<file path="config.mk">
export PLATFORM = sky130hd
export DESIGN_NAME = controller_flat
export DESIGN_NICKNAME = d
export VERILOG_FILES = /design/src/hw/cpuPkg.sv /design/src/hw/cpuCtrlIf.sv /design/src/hw/controller.sv /design/src/flat_wrapper.sv
export SDC_FILE = /design/constraint.sdc
export NUM_CORES = 1
export LEC_CHECK = 0
export BUFFER_PORTS_ARGS = -buffer_cell sky130_fd_sc_hd__buf_2
export CORE_AREA = 2 2 39 41
export DETAILED_ROUTE_END_ITERATION = 10
export DIE_AREA = 0 0 41 43
export MAX_ROUTING_LAYER = met4
export PLACE_DENSITY = 0.79
export SKIP_LAST_GASP = 1
export SLEW_MARGIN = 40
export SYNTH_ARGS = -nofsm -noshare
export SYNTH_HDL_FRONTEND = slang
export SYNTH_SLANG_ARGS = --single-unit
</file>
<file path="constraint.sdc">
create_clock -name Clock -period 4.3 [get_ports Clock]
set_input_delay 0.86 -clock Clock [delete_from_list [all_inputs] [get_ports Clock]]
set_output_delay 0.86 -clock Clock [all_outputs]
set_load 0.02 [all_outputs]
</file>
<file path="src/hw/cpuPkg.sv">
package cpuPkg;

  localparam int DataWidth    = 16;  // Word, register, bus and address width
  localparam int RegAddrWidth = 3;   // Eight registers

  // Opcodes live in instruction bits 15:11
  // Only the six register ALU operations update the Z flag
  // Branch targets are relative to the address after the branch
  typedef enum logic [4:0] {
    OpAdd  = 5'd0,   // rd = rs1 + rs2
    OpSub  = 5'd1,   // rd = rs1 - rs2
    OpAnd  = 5'd2,   // rd = rs1 & rs2
    OpOr   = 5'd3,   // rd = rs1 | rs2
    OpXor  = 5'd4,   // rd = rs1 ^ rs2
    OpShl  = 5'd5,   // rd = rs1 << rs2[3:0]
    OpLdi  = 5'd6,   // rd = sext(imm8)
    OpLd   = 5'd7,   // rd = mem[zext(imm8)]
    OpSt   = 5'd8,   // mem[rs1] = rs2
    OpBz   = 5'd9,   // Taken only when Z is set
    OpJmp  = 5'd10,  // pc = pc + 1 + sext(imm8)
    OpCall = 5'd11,  // lr = pc + 1 then jump as JMP
    OpRet  = 5'd12,  // pc = lr
    OpHalt = 5'd13
  } opcodeT;

  typedef enum logic [2:0] {
    Add   = 3'd0,
    Sub   = 3'd1,
    And   = 3'd2,
    Or    = 3'd3,
    Xor   = 3'd4,
    Shl   = 3'd5,  // Shift amount from Op2[3:0]
    PassB = 3'd6,
    PassA = 3'd7   // Register base for ST addresses
  } aluOpT;

  // Program counter source select
  localparam logic [1:0] PcSrcLr  = 2'd0;
  localparam logic [1:0] PcSrcAlu = 2'd1;
  localparam logic [1:0] PcSrcBus = 2'd2;
  localparam logic [1:0] PcSrcInc = 2'd3;

  // Register format for ALU ops and ST, immediate format for the rest
  typedef union packed {
    struct packed {
      opcodeT                  opcode;
      logic [1:0]              spare;
      logic [RegAddrWidth-1:0] rs2;
      logic [RegAddrWidth-1:0] rs1;
      logic [RegAddrWidth-1:0] rd;
    } rType;
    struct packed {
      opcodeT                  opcode;
      logic [7:0]              imm8;
      logic [RegAddrWidth-1:0] rd;
    } iType;
  } instrT;

  typedef struct packed {
    opcodeT                  opcode;
    logic [RegAddrWidth-1:0] rd;
  } irControlT;

endpackage

</file>
<file path="src/hw/cpuCtrlIf.sv">
interface cpuCtrlIf import cpuPkg::*; ();

  aluOpT      AluOp;
  logic       Op1Sel;     // Low picks Rd1 and high picks PC
  logic       Op2Sel;     // Low picks extended imm8 and high picks Rd2
  logic       ImmSigned;  // Sign extend imm8
  logic       AluEn;      // Bus driver enables
  logic       PcEn;
  logic       LrEn;
  logic       MemEn;
  logic       PcWe;
  logic [1:0] PcSel;      // One of the PcSrc codes
  logic       IrWe;
  logic       LrWe;
  logic       MarWe;
  logic       RegWe;
  logic       WdSel;      // Register write data from bus when high
  logic       FlagWe;
  irControlT  IrControl;  // Decoded opcode and rd
  logic       Z;          // Registered zero flag

  modport controller (
    output AluOp, Op1Sel, Op2Sel, ImmSigned,
    output AluEn, PcEn, LrEn, MemEn,
    output PcWe, PcSel, IrWe, LrWe, MarWe, RegWe, WdSel, FlagWe,
    input  IrControl, Z
  );

  modport datapath (
    input  AluOp, Op1Sel, Op2Sel, ImmSigned,
    input  AluEn, PcEn, LrEn, MemEn,
    input  PcWe, PcSel, IrWe, LrWe, MarWe, RegWe, WdSel, FlagWe,
    output IrControl, Z
  );

endinterface

</file>
<file path="src/hw/controller.sv">
module controller import cpuPkg::*; (
  input  logic         Clock,
  input  logic         nReset,
  cpuCtrlIf.controller Ctrl,
  output logic         MemRead,
  output logic         MemWrite,
  output logic         Halted
);

  localparam logic [3:0] SReset     = 4'd0;
  localparam logic [3:0] SFetchAddr = 4'd1;
  localparam logic [3:0] SFetchRead = 4'd2;
  localparam logic [3:0] SDecode    = 4'd3;
  localparam logic [3:0] SExecute   = 4'd4;
  localparam logic [3:0] SWriteBack = 4'd5;
  localparam logic [3:0] SMemAddr   = 4'd6;
  localparam logic [3:0] SLoad      = 4'd7;
  localparam logic [3:0] SStore     = 4'd8;
  localparam logic [3:0] SBranch    = 4'd9;
  localparam logic [3:0] SRet       = 4'd10;
  localparam logic [3:0] SHalt      = 4'd11;

  logic [3:0] State;
  logic [3:0] NextState;
  opcodeT     Opcode;
  aluOpT      RegAluOp;

  assign Opcode = Ctrl.IrControl.opcode;

  always_ff @(posedge Clock or negedge nReset) begin
    if (!nReset) begin
      State <= SReset;
    end else begin
      State <= NextState;
    end
  end

  always_comb begin
    NextState = State;
    case (State)
      SReset:     NextState = SFetchAddr;
      SFetchAddr: NextState = SFetchRead;
      SFetchRead: NextState = SDecode;
      SDecode: begin
        case (Opcode)
          OpRet:   NextState = SRet;
          OpHalt:  NextState = SHalt;
          default: NextState = SExecute;
        endcase
      end
      SExecute: begin
        case (Opcode)
          OpAdd, OpSub, OpAnd, OpOr, OpXor, OpShl, OpLdi: NextState = SWriteBack;
          OpLd, OpSt:          NextState = SMemAddr;
          OpBz, OpJmp, OpCall: NextState = SBranch;
          default:             NextState = SFetchAddr;  // Unused opcodes act as NOP
        endcase
      end
      SMemAddr:   NextState = (Opcode == OpLd) ? SLoad : SStore;
      SWriteBack: NextState = SFetchAddr;
      SLoad:      NextState = SFetchAddr;
      SStore:     NextState = SFetchAddr;
      SBranch:    NextState = SFetchAddr;
      SRet:       NextState = SFetchAddr;
      SHalt:      NextState = SHalt;  // Left only by reset
      default:    NextState = SReset;
    endcase
  end

  // ALU operation of the register format instructions
  always_comb begin
    case (Opcode)
      OpSub:   RegAluOp = Sub;
      OpAnd:   RegAluOp = And;
      OpOr:    RegAluOp = Or;
      OpXor:   RegAluOp = Xor;
      OpShl:   RegAluOp = Shl;
      default: RegAluOp = Add;
    endcase
  end

  always_comb begin
    Ctrl.AluOp     = Add;
    Ctrl.Op1Sel    = 1'b0;
    Ctrl.Op2Sel    = 1'b0;
    Ctrl.ImmSigned = 1'b0;
    Ctrl.AluEn     = 1'b0;
    Ctrl.PcEn      = 1'b0;
    Ctrl.LrEn      = 1'b0;
    Ctrl.MemEn     = 1'b0;
    Ctrl.PcWe      = 1'b0;
    Ctrl.PcSel     = PcSrcInc;
    Ctrl.IrWe      = 1'b0;
    Ctrl.LrWe      = 1'b0;
    Ctrl.MarWe     = 1'b0;
    Ctrl.RegWe     = 1'b0;
    Ctrl.WdSel     = 1'b0;
    Ctrl.FlagWe    = 1'b0;
    MemRead        = 1'b0;
    MemWrite       = 1'b0;
    case (State)
      SFetchAddr: begin
        Ctrl.PcEn  = 1'b1;  // PC to address register
        Ctrl.MarWe = 1'b1;
      end
      SFetchRead: begin
        MemRead    = 1'b1;
        Ctrl.MemEn = 1'b1;
        Ctrl.IrWe  = 1'b1;
        Ctrl.PcWe  = 1'b1;  // PC moves to the next word
      end
      SExecute: begin
        case (Opcode)
          OpAdd, OpSub, OpAnd, OpOr, OpXor, OpShl: begin
            Ctrl.AluOp  = RegAluOp;
            Ctrl.Op2Sel = 1'b1;
            Ctrl.FlagWe = 1'b1;
          end
          OpLdi: begin
            Ctrl.AluOp     = PassB;
            Ctrl.ImmSigned = 1'b1;
          end
          OpLd: begin
            Ctrl.AluOp = PassB;  // Absolute word address
          end
          OpSt: begin
            Ctrl.AluOp = PassA;  // Address from rs1
          end
          OpBz, OpJmp, OpCall: begin
            Ctrl.AluOp     = Add;  // PC relative target
            Ctrl.Op1Sel    = 1'b1;
            Ctrl.ImmSigned = 1'b1;
            if (Opcode == OpCall) begin
              Ctrl.PcEn = 1'b1;  // Return address into LR
              Ctrl.LrWe = 1'b1;
            end
          end
          default: ;
        endcase
      end
      SWriteBack: begin
        Ctrl.RegWe = 1'b1;
      end
      SMemAddr: begin
        Ctrl.AluEn = 1'b1;
        Ctrl.MarWe = 1'b1;
      end
      SLoad: begin
        MemRead    = 1'b1;
        Ctrl.MemEn = 1'b1;
        Ctrl.RegWe = 1'b1;
        Ctrl.WdSel = 1'b1;
      end
      SStore: begin
        MemWrite = 1'b1;
      end
      SBranch: begin
        Ctrl.PcSel = PcSrcAlu;
        Ctrl.PcWe  = (Opcode != OpBz) || Ctrl.Z;
      end
      SRet: begin
        Ctrl.LrEn  = 1'b1;
        Ctrl.PcSel = PcSrcLr;
        Ctrl.PcWe  = 1'b1;
      end
      default: ;
    endcase
  end

  assign Halted = (State == SHalt);

  memExclusive: assert property (@(posedge Clock) disable iff (!nReset)
    !(MemRead && MemWrite))
    else $error("MemRead and MemWrite high together");

  // Instruction load only in the read cycle right after the fetch address cycle
  irLoadInFetch: assert property (@(posedge Clock) disable iff (!nReset)
    Ctrl.IrWe |-> (State == SFetchRead) && ($past(State) == SFetchAddr))
    else $error("IR written outside instruction fetch");

endmodule

</file>
<file path="src/flat_wrapper.sv">
// flat-port wrapper written by rule: the top's interface ports become plain ports
module controller_flat import cpuPkg::*;
  (Clock, nReset, MemRead, MemWrite, Halted, Ctrl_AluOp, Ctrl_Op1Sel, Ctrl_Op2Sel, Ctrl_ImmSigned, Ctrl_AluEn, Ctrl_PcEn, Ctrl_LrEn, Ctrl_MemEn, Ctrl_PcWe, Ctrl_PcSel, Ctrl_IrWe, Ctrl_LrWe, Ctrl_MarWe, Ctrl_RegWe, Ctrl_WdSel, Ctrl_FlagWe, Ctrl_IrControl, Ctrl_Z);
  cpuCtrlIf Ctrl_i ();
  input  logic Clock;
  input  logic nReset;
  output logic MemRead;
  output logic MemWrite;
  output logic Halted;
  output wire logic [$bits(Ctrl_i.AluOp)-1:0] Ctrl_AluOp;
  output wire logic [$bits(Ctrl_i.Op1Sel)-1:0] Ctrl_Op1Sel;
  output wire logic [$bits(Ctrl_i.Op2Sel)-1:0] Ctrl_Op2Sel;
  output wire logic [$bits(Ctrl_i.ImmSigned)-1:0] Ctrl_ImmSigned;
  output wire logic [$bits(Ctrl_i.AluEn)-1:0] Ctrl_AluEn;
  output wire logic [$bits(Ctrl_i.PcEn)-1:0] Ctrl_PcEn;
  output wire logic [$bits(Ctrl_i.LrEn)-1:0] Ctrl_LrEn;
  output wire logic [$bits(Ctrl_i.MemEn)-1:0] Ctrl_MemEn;
  output wire logic [$bits(Ctrl_i.PcWe)-1:0] Ctrl_PcWe;
  output wire logic [$bits(Ctrl_i.PcSel)-1:0] Ctrl_PcSel;
  output wire logic [$bits(Ctrl_i.IrWe)-1:0] Ctrl_IrWe;
  output wire logic [$bits(Ctrl_i.LrWe)-1:0] Ctrl_LrWe;
  output wire logic [$bits(Ctrl_i.MarWe)-1:0] Ctrl_MarWe;
  output wire logic [$bits(Ctrl_i.RegWe)-1:0] Ctrl_RegWe;
  output wire logic [$bits(Ctrl_i.WdSel)-1:0] Ctrl_WdSel;
  output wire logic [$bits(Ctrl_i.FlagWe)-1:0] Ctrl_FlagWe;
  input wire logic [$bits(Ctrl_i.IrControl)-1:0] Ctrl_IrControl;
  input wire logic [$bits(Ctrl_i.Z)-1:0] Ctrl_Z;
  assign Ctrl_AluOp = Ctrl_i.AluOp;
  assign Ctrl_Op1Sel = Ctrl_i.Op1Sel;
  assign Ctrl_Op2Sel = Ctrl_i.Op2Sel;
  assign Ctrl_ImmSigned = Ctrl_i.ImmSigned;
  assign Ctrl_AluEn = Ctrl_i.AluEn;
  assign Ctrl_PcEn = Ctrl_i.PcEn;
  assign Ctrl_LrEn = Ctrl_i.LrEn;
  assign Ctrl_MemEn = Ctrl_i.MemEn;
  assign Ctrl_PcWe = Ctrl_i.PcWe;
  assign Ctrl_PcSel = Ctrl_i.PcSel;
  assign Ctrl_IrWe = Ctrl_i.IrWe;
  assign Ctrl_LrWe = Ctrl_i.LrWe;
  assign Ctrl_MarWe = Ctrl_i.MarWe;
  assign Ctrl_RegWe = Ctrl_i.RegWe;
  assign Ctrl_WdSel = Ctrl_i.WdSel;
  assign Ctrl_FlagWe = Ctrl_i.FlagWe;
  assign Ctrl_i.IrControl = Ctrl_IrControl;
  assign Ctrl_i.Z = Ctrl_Z;
  controller u_core (.Clock(Clock), .nReset(nReset), .Ctrl(Ctrl_i), .MemRead(MemRead), .MemWrite(MemWrite), .Halted(Halted));
endmodule
</file>
* Word level (Yosys, flattened, before mapping)
Memories as Yosys holds them, arrays and structs flattened.
Cells that the tools add are included.
** Word-level totals
- Register bits after elaboration :: 4
- Bits in latches :: 0
- Bits in writable memories :: 0
- Memory bits (read-only) :: 64
- Bits of input ports :: 11
- Word-level logic and storage cells :: 66
- Memories kept :: 1
** Cells by class
- Add/sub/neg operators :: 0
- Multipliers :: 0
- Divide/modulo/power cells :: 0
- Order comparisons :: 0
- Eq/ne operators :: 25
- Shifts and indexed selects :: 0
- Multiplexer cells :: 27
- Bitwise gates (word level) :: 0
- Reductions and logical operators :: 12
** Memory list
- (no name shown) :: words 16, bits a word 4, rd ports 1, clocked after Yosys merged registers in 0, wr ports 0, RTL line controller.sv:52 : case (Opcode)
** Operator list (number)
- $eq 5x4->1 const B :: 6
- $pmux 4 s7 :: 1
- $eq 5x3->1 const B :: 4
- $mux 1 :: 17
- $eq 4x3->1 const B :: 4
- $eq 4x4->1 const B :: 4
- $pmux 3 s5 :: 1
- $reduce_or 6->1 :: 2
- $eq 5x2->1 const B :: 2
- $reduce_or 2->1 :: 5
- $pmux 3 s3 :: 1
- $eq 4x2->1 const B :: 2
- $mux 4 :: 2
- $pmux 4 s2 :: 1
- $eq 5x1->1 const B :: 1
- $logic_not 5->1 :: 1
- $ne 5x4->1 const B :: 1
- $eq 4x1->1 const B :: 1
- $logic_not 4->1 :: 1
- $pmux 1 s2 :: 2
- $pmux 2 s2 :: 1
- $reduce_or 4->1 :: 1
- $mux 3 :: 1
- $reduce_or 3->1 :: 1
- $logic_or 1x1->1 :: 1

* Depth between registers and ports, before layout
- Word-level depth :: 4
- Mapped depth :: 5
- Depth with buffers taken out :: 4

* Least setup slack after synthesis
OpenSTA, ideal clock, no wires.
- Path kind :: in2out
- Start :: input port Ctrl_IrControl[7]
- End :: output port Ctrl_Op2Sel
- Arrival time :: 2.421 ns
- Required time :: 3.440 ns
- Slack :: 1.019 ns
- Stages :: 4
- Path through :: or4_1 -> buf_2 -> a211oi_1 -> buf_4
** Between the ends
- Longest elaborated chain between the ends :: 4
- Elaborated cells on any way between the ends :: 9
- Classes of those cells :: 5 x eq/ne; 2 x mux; 2 x reduce/logical
** Ends and longest elaborated chain
- start: declaration :: RTL line flat_wrapper.sv:26 : input wire logic [$bits(Ctrl_i.IrControl)-1:0] Ctrl_IrControl;
- $eq 5x1->1 (tied with other cells)
- $reduce_or 6->1 *
- $mux 1 * (2 in a row)
- end: declaration :: RTL line flat_wrapper.sv:12 : output wire logic [$bits(Ctrl_i.Op2Sel)-1:0] Ctrl_Op2Sel;
Mark *: on every way between the ends. The rest lies on a longest branch, timed or not.

* Worst setup path in the final report
- Start :: input port Ctrl_IrControl[7]
- End :: output port Ctrl_FlagWe
** Between the ends
- Longest elaborated chain between the ends :: 4
- Elaborated cells on any way between the ends :: 9
- Classes of those cells :: 5 x eq/ne; 2 x mux; 2 x reduce/logical
** Ends and longest elaborated chain
- $eq 5x1->1 (tied with other cells) :: RTL line controller.sv:113 : case (Opcode)
- $reduce_or 6->1 * :: RTL line controller.sv:113
- $mux 1 * :: RTL line controller.sv:113
- $mux 1 * :: RTL line controller.sv:101 : case (State)
- end: declaration :: RTL line flat_wrapper.sv:25 : output wire logic [$bits(Ctrl_i.FlagWe)-1:0] Ctrl_FlagWe;
Marks and branches as above.

==> run summary <==
OUTCOME
----------------------------------------------------------------------------------
Status                                                                complete, no violations

CLOCK NETWORK
----------------------------------------------------------------------------------
Clk sinks                                                                        4
CTS Buf Count                                                                    3
Post-cts hold buffer count                                                       0
Worst-path clk slew                                                        0.04 ns
CTS root buf                                                          sky130_fd_sc_hd__clkbuf_4
H-tree levels                                                                    1
Bufs on Longest Clock Path                                                       2
Number of instances resized during post-cts repair                               0
Number of setup buffers added after CTS                                          0
Clock tree from TritonCTS                                                     done
Latest clock arrival within the worst-skew pair                            0.23 ns

SETUP PATH
----------------------------------------------------------------------------------
Cell seen most often among critical-path stages                       sky130_fd_sc_hd__buf_2
Crit-path max FO                                                                 7
Critical path capture point type                                        output pin
CP max-delay cell                                                     sky130_fd_sc_hd__or4_1
Bufs and invs on worst path                                                      2
Data arrival, critical path                                                2.23 ns
Delay of the slowest cell on the worst path                                0.70 ns
Ordered cell list for the critical path                               buf_2 -> or4_1 -> a211oi_1 -> buf_2
Data required time at the worst endpoint                                   3.44 ns
Top cell family by delay on the critical path                         simple AND/OR/NAND/NOR gates
Type of the worst setup path                                          primary input to output pin
Startpoint types                                                      primary input

FLOORPLANNING
----------------------------------------------------------------------------------
Chip width                                                                   41 µm
Number of rows created at floorplan                                             14
IO Count                                                                        33
Total core area                                                           1380 µm²
Die Y                                                                        43 µm
Starting density of the core                                                 0.420
Die Area                                                                  1760 µm²

FLOW RUN
----------------------------------------------------------------------------------
Maximum capacitance violations                                                   0

FINAL LAYOUT
----------------------------------------------------------------------------------
Flip-flop count of the largest register, all copies and words added              4
Top Registers                                                         u_core.State: 4 flops
Fraction of layout instances using a drive strength above 1                  0.376
Diode count                                                                      0
Register containing the most flip-flops in the final layout           u_core.State
Final net count                                                                114
Synth-to-layout area growth                                                  23.7%

ROUTING
----------------------------------------------------------------------------------
DRC Markers                                                                      0
Vias after detailed routing                                                    655
Vias per std cell                                                             5.60
Remaining number of nets flagged by the antenna check after routing              0
Pre-Repair DR Iteration Count                                                    4
Initial detailed-routing violation count                                        16
WL final                                                                   1.43 mm
Average wire length per cell after detail routing                          12.2 µm

SYNTH
----------------------------------------------------------------------------------
Total number of yosys warnings                                                   0
Mean instance size in the synthesized netlist                             7.46 µm²
Cell type contributing the most total cell area after synthesis       sky130_fd_sc_hd__dfrtp_1
Number of distinct library cells after synthesis                                40
Synthesized instance count                                                      78
Portion of synthesized cell area occupied by the leading cell type           0.172
Net count of the mapped netlist                                                 89
Leading cell types by total area after synthesis                      sky130_fd_sc_hd__dfrtp_1 (17%), sky130_fd_sc_hd__nand2b_1 (8.6%), sky130_fd_sc_hd__nor2_1 (6.5%)
Part of the Yosys area used for sequential elements                          0.172
Cell Area, Synth                                                           582 µm²
Synth Register Bits                                                              4

GRT
----------------------------------------------------------------------------------
Pin count of the biggest net entering global routing                            13
Overall track demand over capacity in global routing                         0.179
Number of global-route vias before repair                                      509
Antenna violations before repair                                                 0
Global-route wire length before repair                                     2.23 mm
Gr ovfl total                                                                    0

WORST HOLD PATH
----------------------------------------------------------------------------------
Tightest Hold Check Type                                              primary input to asynchronous set/reset pin

PWR
----------------------------------------------------------------------------------
Combinational share of power                                                 0.635
Clock network power share                                                    0.107
Switching share of total power                                               0.540
Sw power                                                                  0.226 mW
Power density cells                                                     582 nW/µm²
Cell leakage power                                                        0.362 nW
Design internal power                                                     0.193 mW
Maximum VDD drop                                                            191 µV
Sequential fraction of design power                                          0.258

STA
----------------------------------------------------------------------------------
Slew headroom                                                                0.731
Final hold violation count                                                       0
Tcrit/Tclk final                                                             0.720
Fin Clk Skew                                                            0.00321 ns
Post-route setup slack                                                     1.21 ns
Total Neg Setup Slack                                                         0 ns
Setup repair after global routing missed its margin                          false
Pins over their slew limit                                                       0
Slew at the pin closest to its max-slew limit                             0.400 ns
Maximum clock frequency                                                  0.323 GHz
Min Tclk post-route                                                        3.09 ns
Setup-violating endpoint count in the final report                               0

PLACE
----------------------------------------------------------------------------------
DP Worst Slack                                                             1.21 ns
Number of buffers added on ports                                                29
Gpl congestion                                                               0.837
Half-perimeter wire length after placement                                 1.07 mm

-- cell usage in the layout (no fill, tap or decap), types with 2 or more instances in the layout --
cell type,count
sky130_fd_sc_hd__o21a_1,2
sky130_fd_sc_hd__a21oi_1,3
sky130_fd_sc_hd__nor2_1,10
sky130_fd_sc_hd__nor4_1,2
sky130_fd_sc_hd__nand2_1,2
sky130_fd_sc_hd__inv_1,3
sky130_fd_sc_hd__a21o_1,2
sky130_fd_sc_hd__buf_2,29
sky130_fd_sc_hd__clkbuf_4,3
sky130_fd_sc_hd__o21ai_0,2
sky130_fd_sc_hd__nand2b_1,8
sky130_fd_sc_hd__dfrtp_1,4
sky130_fd_sc_hd__or2_1,2
sky130_fd_sc_hd__nor3_1,4
-- cell usage after synthesis (all sizes together) --
master / number
a2111o: 1
a211oi: 1
a21o: 2
a21oi: 3
a221o: 1
a221oi: 1
a22oi: 1
a311oi: 1
and4bb: 1
buf: 5
clkbuf: 4
dfrtp: 4
inv: 4
mux2i: 1
nand2: 3
nand2b: 9
nor2: 10
nor2b: 1
nor3: 6
nor4: 2
o211ai: 1
o21a: 2
o21ai: 3
o22a: 1
o311ai: 1
o31ai: 1
o32ai: 1
o41ai: 1
or2: 2
or3: 1
or4: 1
or4b: 2
-- layout make-up --
type | count | area (µm²)
multi-input cells | 61 | 417
inverters | 4 | 15.0
fillers | 140 | 664
well taps | 16 | 20.0
clock buffers | 3 | 22.5
repair buffers | 29 | 145
flip-flops and latches | 4 | 100
-- power groups by stage --
stage / clock network, mW / registers (mW) / logic, mW
floorplan: 0 / 0.0647 / 0.245
global placement: 0 / 0.105 / 0.261
detailed placement: 0 / 0.107 / 0.266
CTS: 0.0464 / 0.107 / 0.267
global route: 0.0481 / 0.113 / 0.294
finish: 0.0449 / 0.108 / 0.266
-- worst paths after layout --
| kind | cells after the start | from | slack, ns | endpoint |
|---|---|---|---|---|
| max | 4 | Ctrl_IrControl[7] | 1.21 | Ctrl_FlagWe |
| min | 1 | nReset | 0.42 | u_core.State[1]$_DFF_PN0_ |
| max reg2reg | 4 | u_core.State[3]$_DFF_PN0_ | 2.55 | u_core.State[3]$_DFF_PN0_ |
| min reg2reg | 1 | u_core.State[3]$_DFF_PN0_ | 0.74 | u_core.State[2]$_DFF_PN0_ |
| max in group asynchronous | 1 | nReset | 3.76 | u_core.State[3]$_DFF_PN0_ |
| min in group Clock | 1 | u_core.State[3]$_DFF_PN0_ | 0.74 | u_core.State[2]$_DFF_PN0_ |
-- logic make-up (layout without fill, tap and decap cells) --
kind of cell / after synthesis / count (layout) / synth area share
simple gates: 38 / 38 / 0.417
compound gates: 22 / 22 / 0.282
mux: 1 / 1 / 0.0172
flops: 4 / 4 / 0.172
buf+inv: 13 / 36 / 0.112
-- stage by stage --
stage | instance area (µm²) | total power [mW] | hold slack (ns) | util | std cells
3_5_place_dp | 697 | 0.373 | 0.666 | 0.504 | 114
3_3_place_gp | 697 | 0.367 | 0.664 | 0.504 | 114
4_1_cts | 719 | 0.420 | 0.419 | 0.520 | 117
6_report | 719 | 0.419 | 0.423 | 0.520 | 117
2_1_floorplan | 582 | 0.309 | 0.564 | - | 78
5_1_grt | 719 | 0.456 | 0.425 | 0.520 | 117
-- layer usage --
layer  wire, µm  GRT usage  part of all wire  up-vias
li1           -          -                 -      331
met1        666      0.256              0.47      294
met2        655      0.259              0.46       30
met3        110     0.0157             0.077        0
met4          0     0.0600                 0        0
met5          0          -                 0        -
No activity file was read; power rests on OpenSTA's default activity.
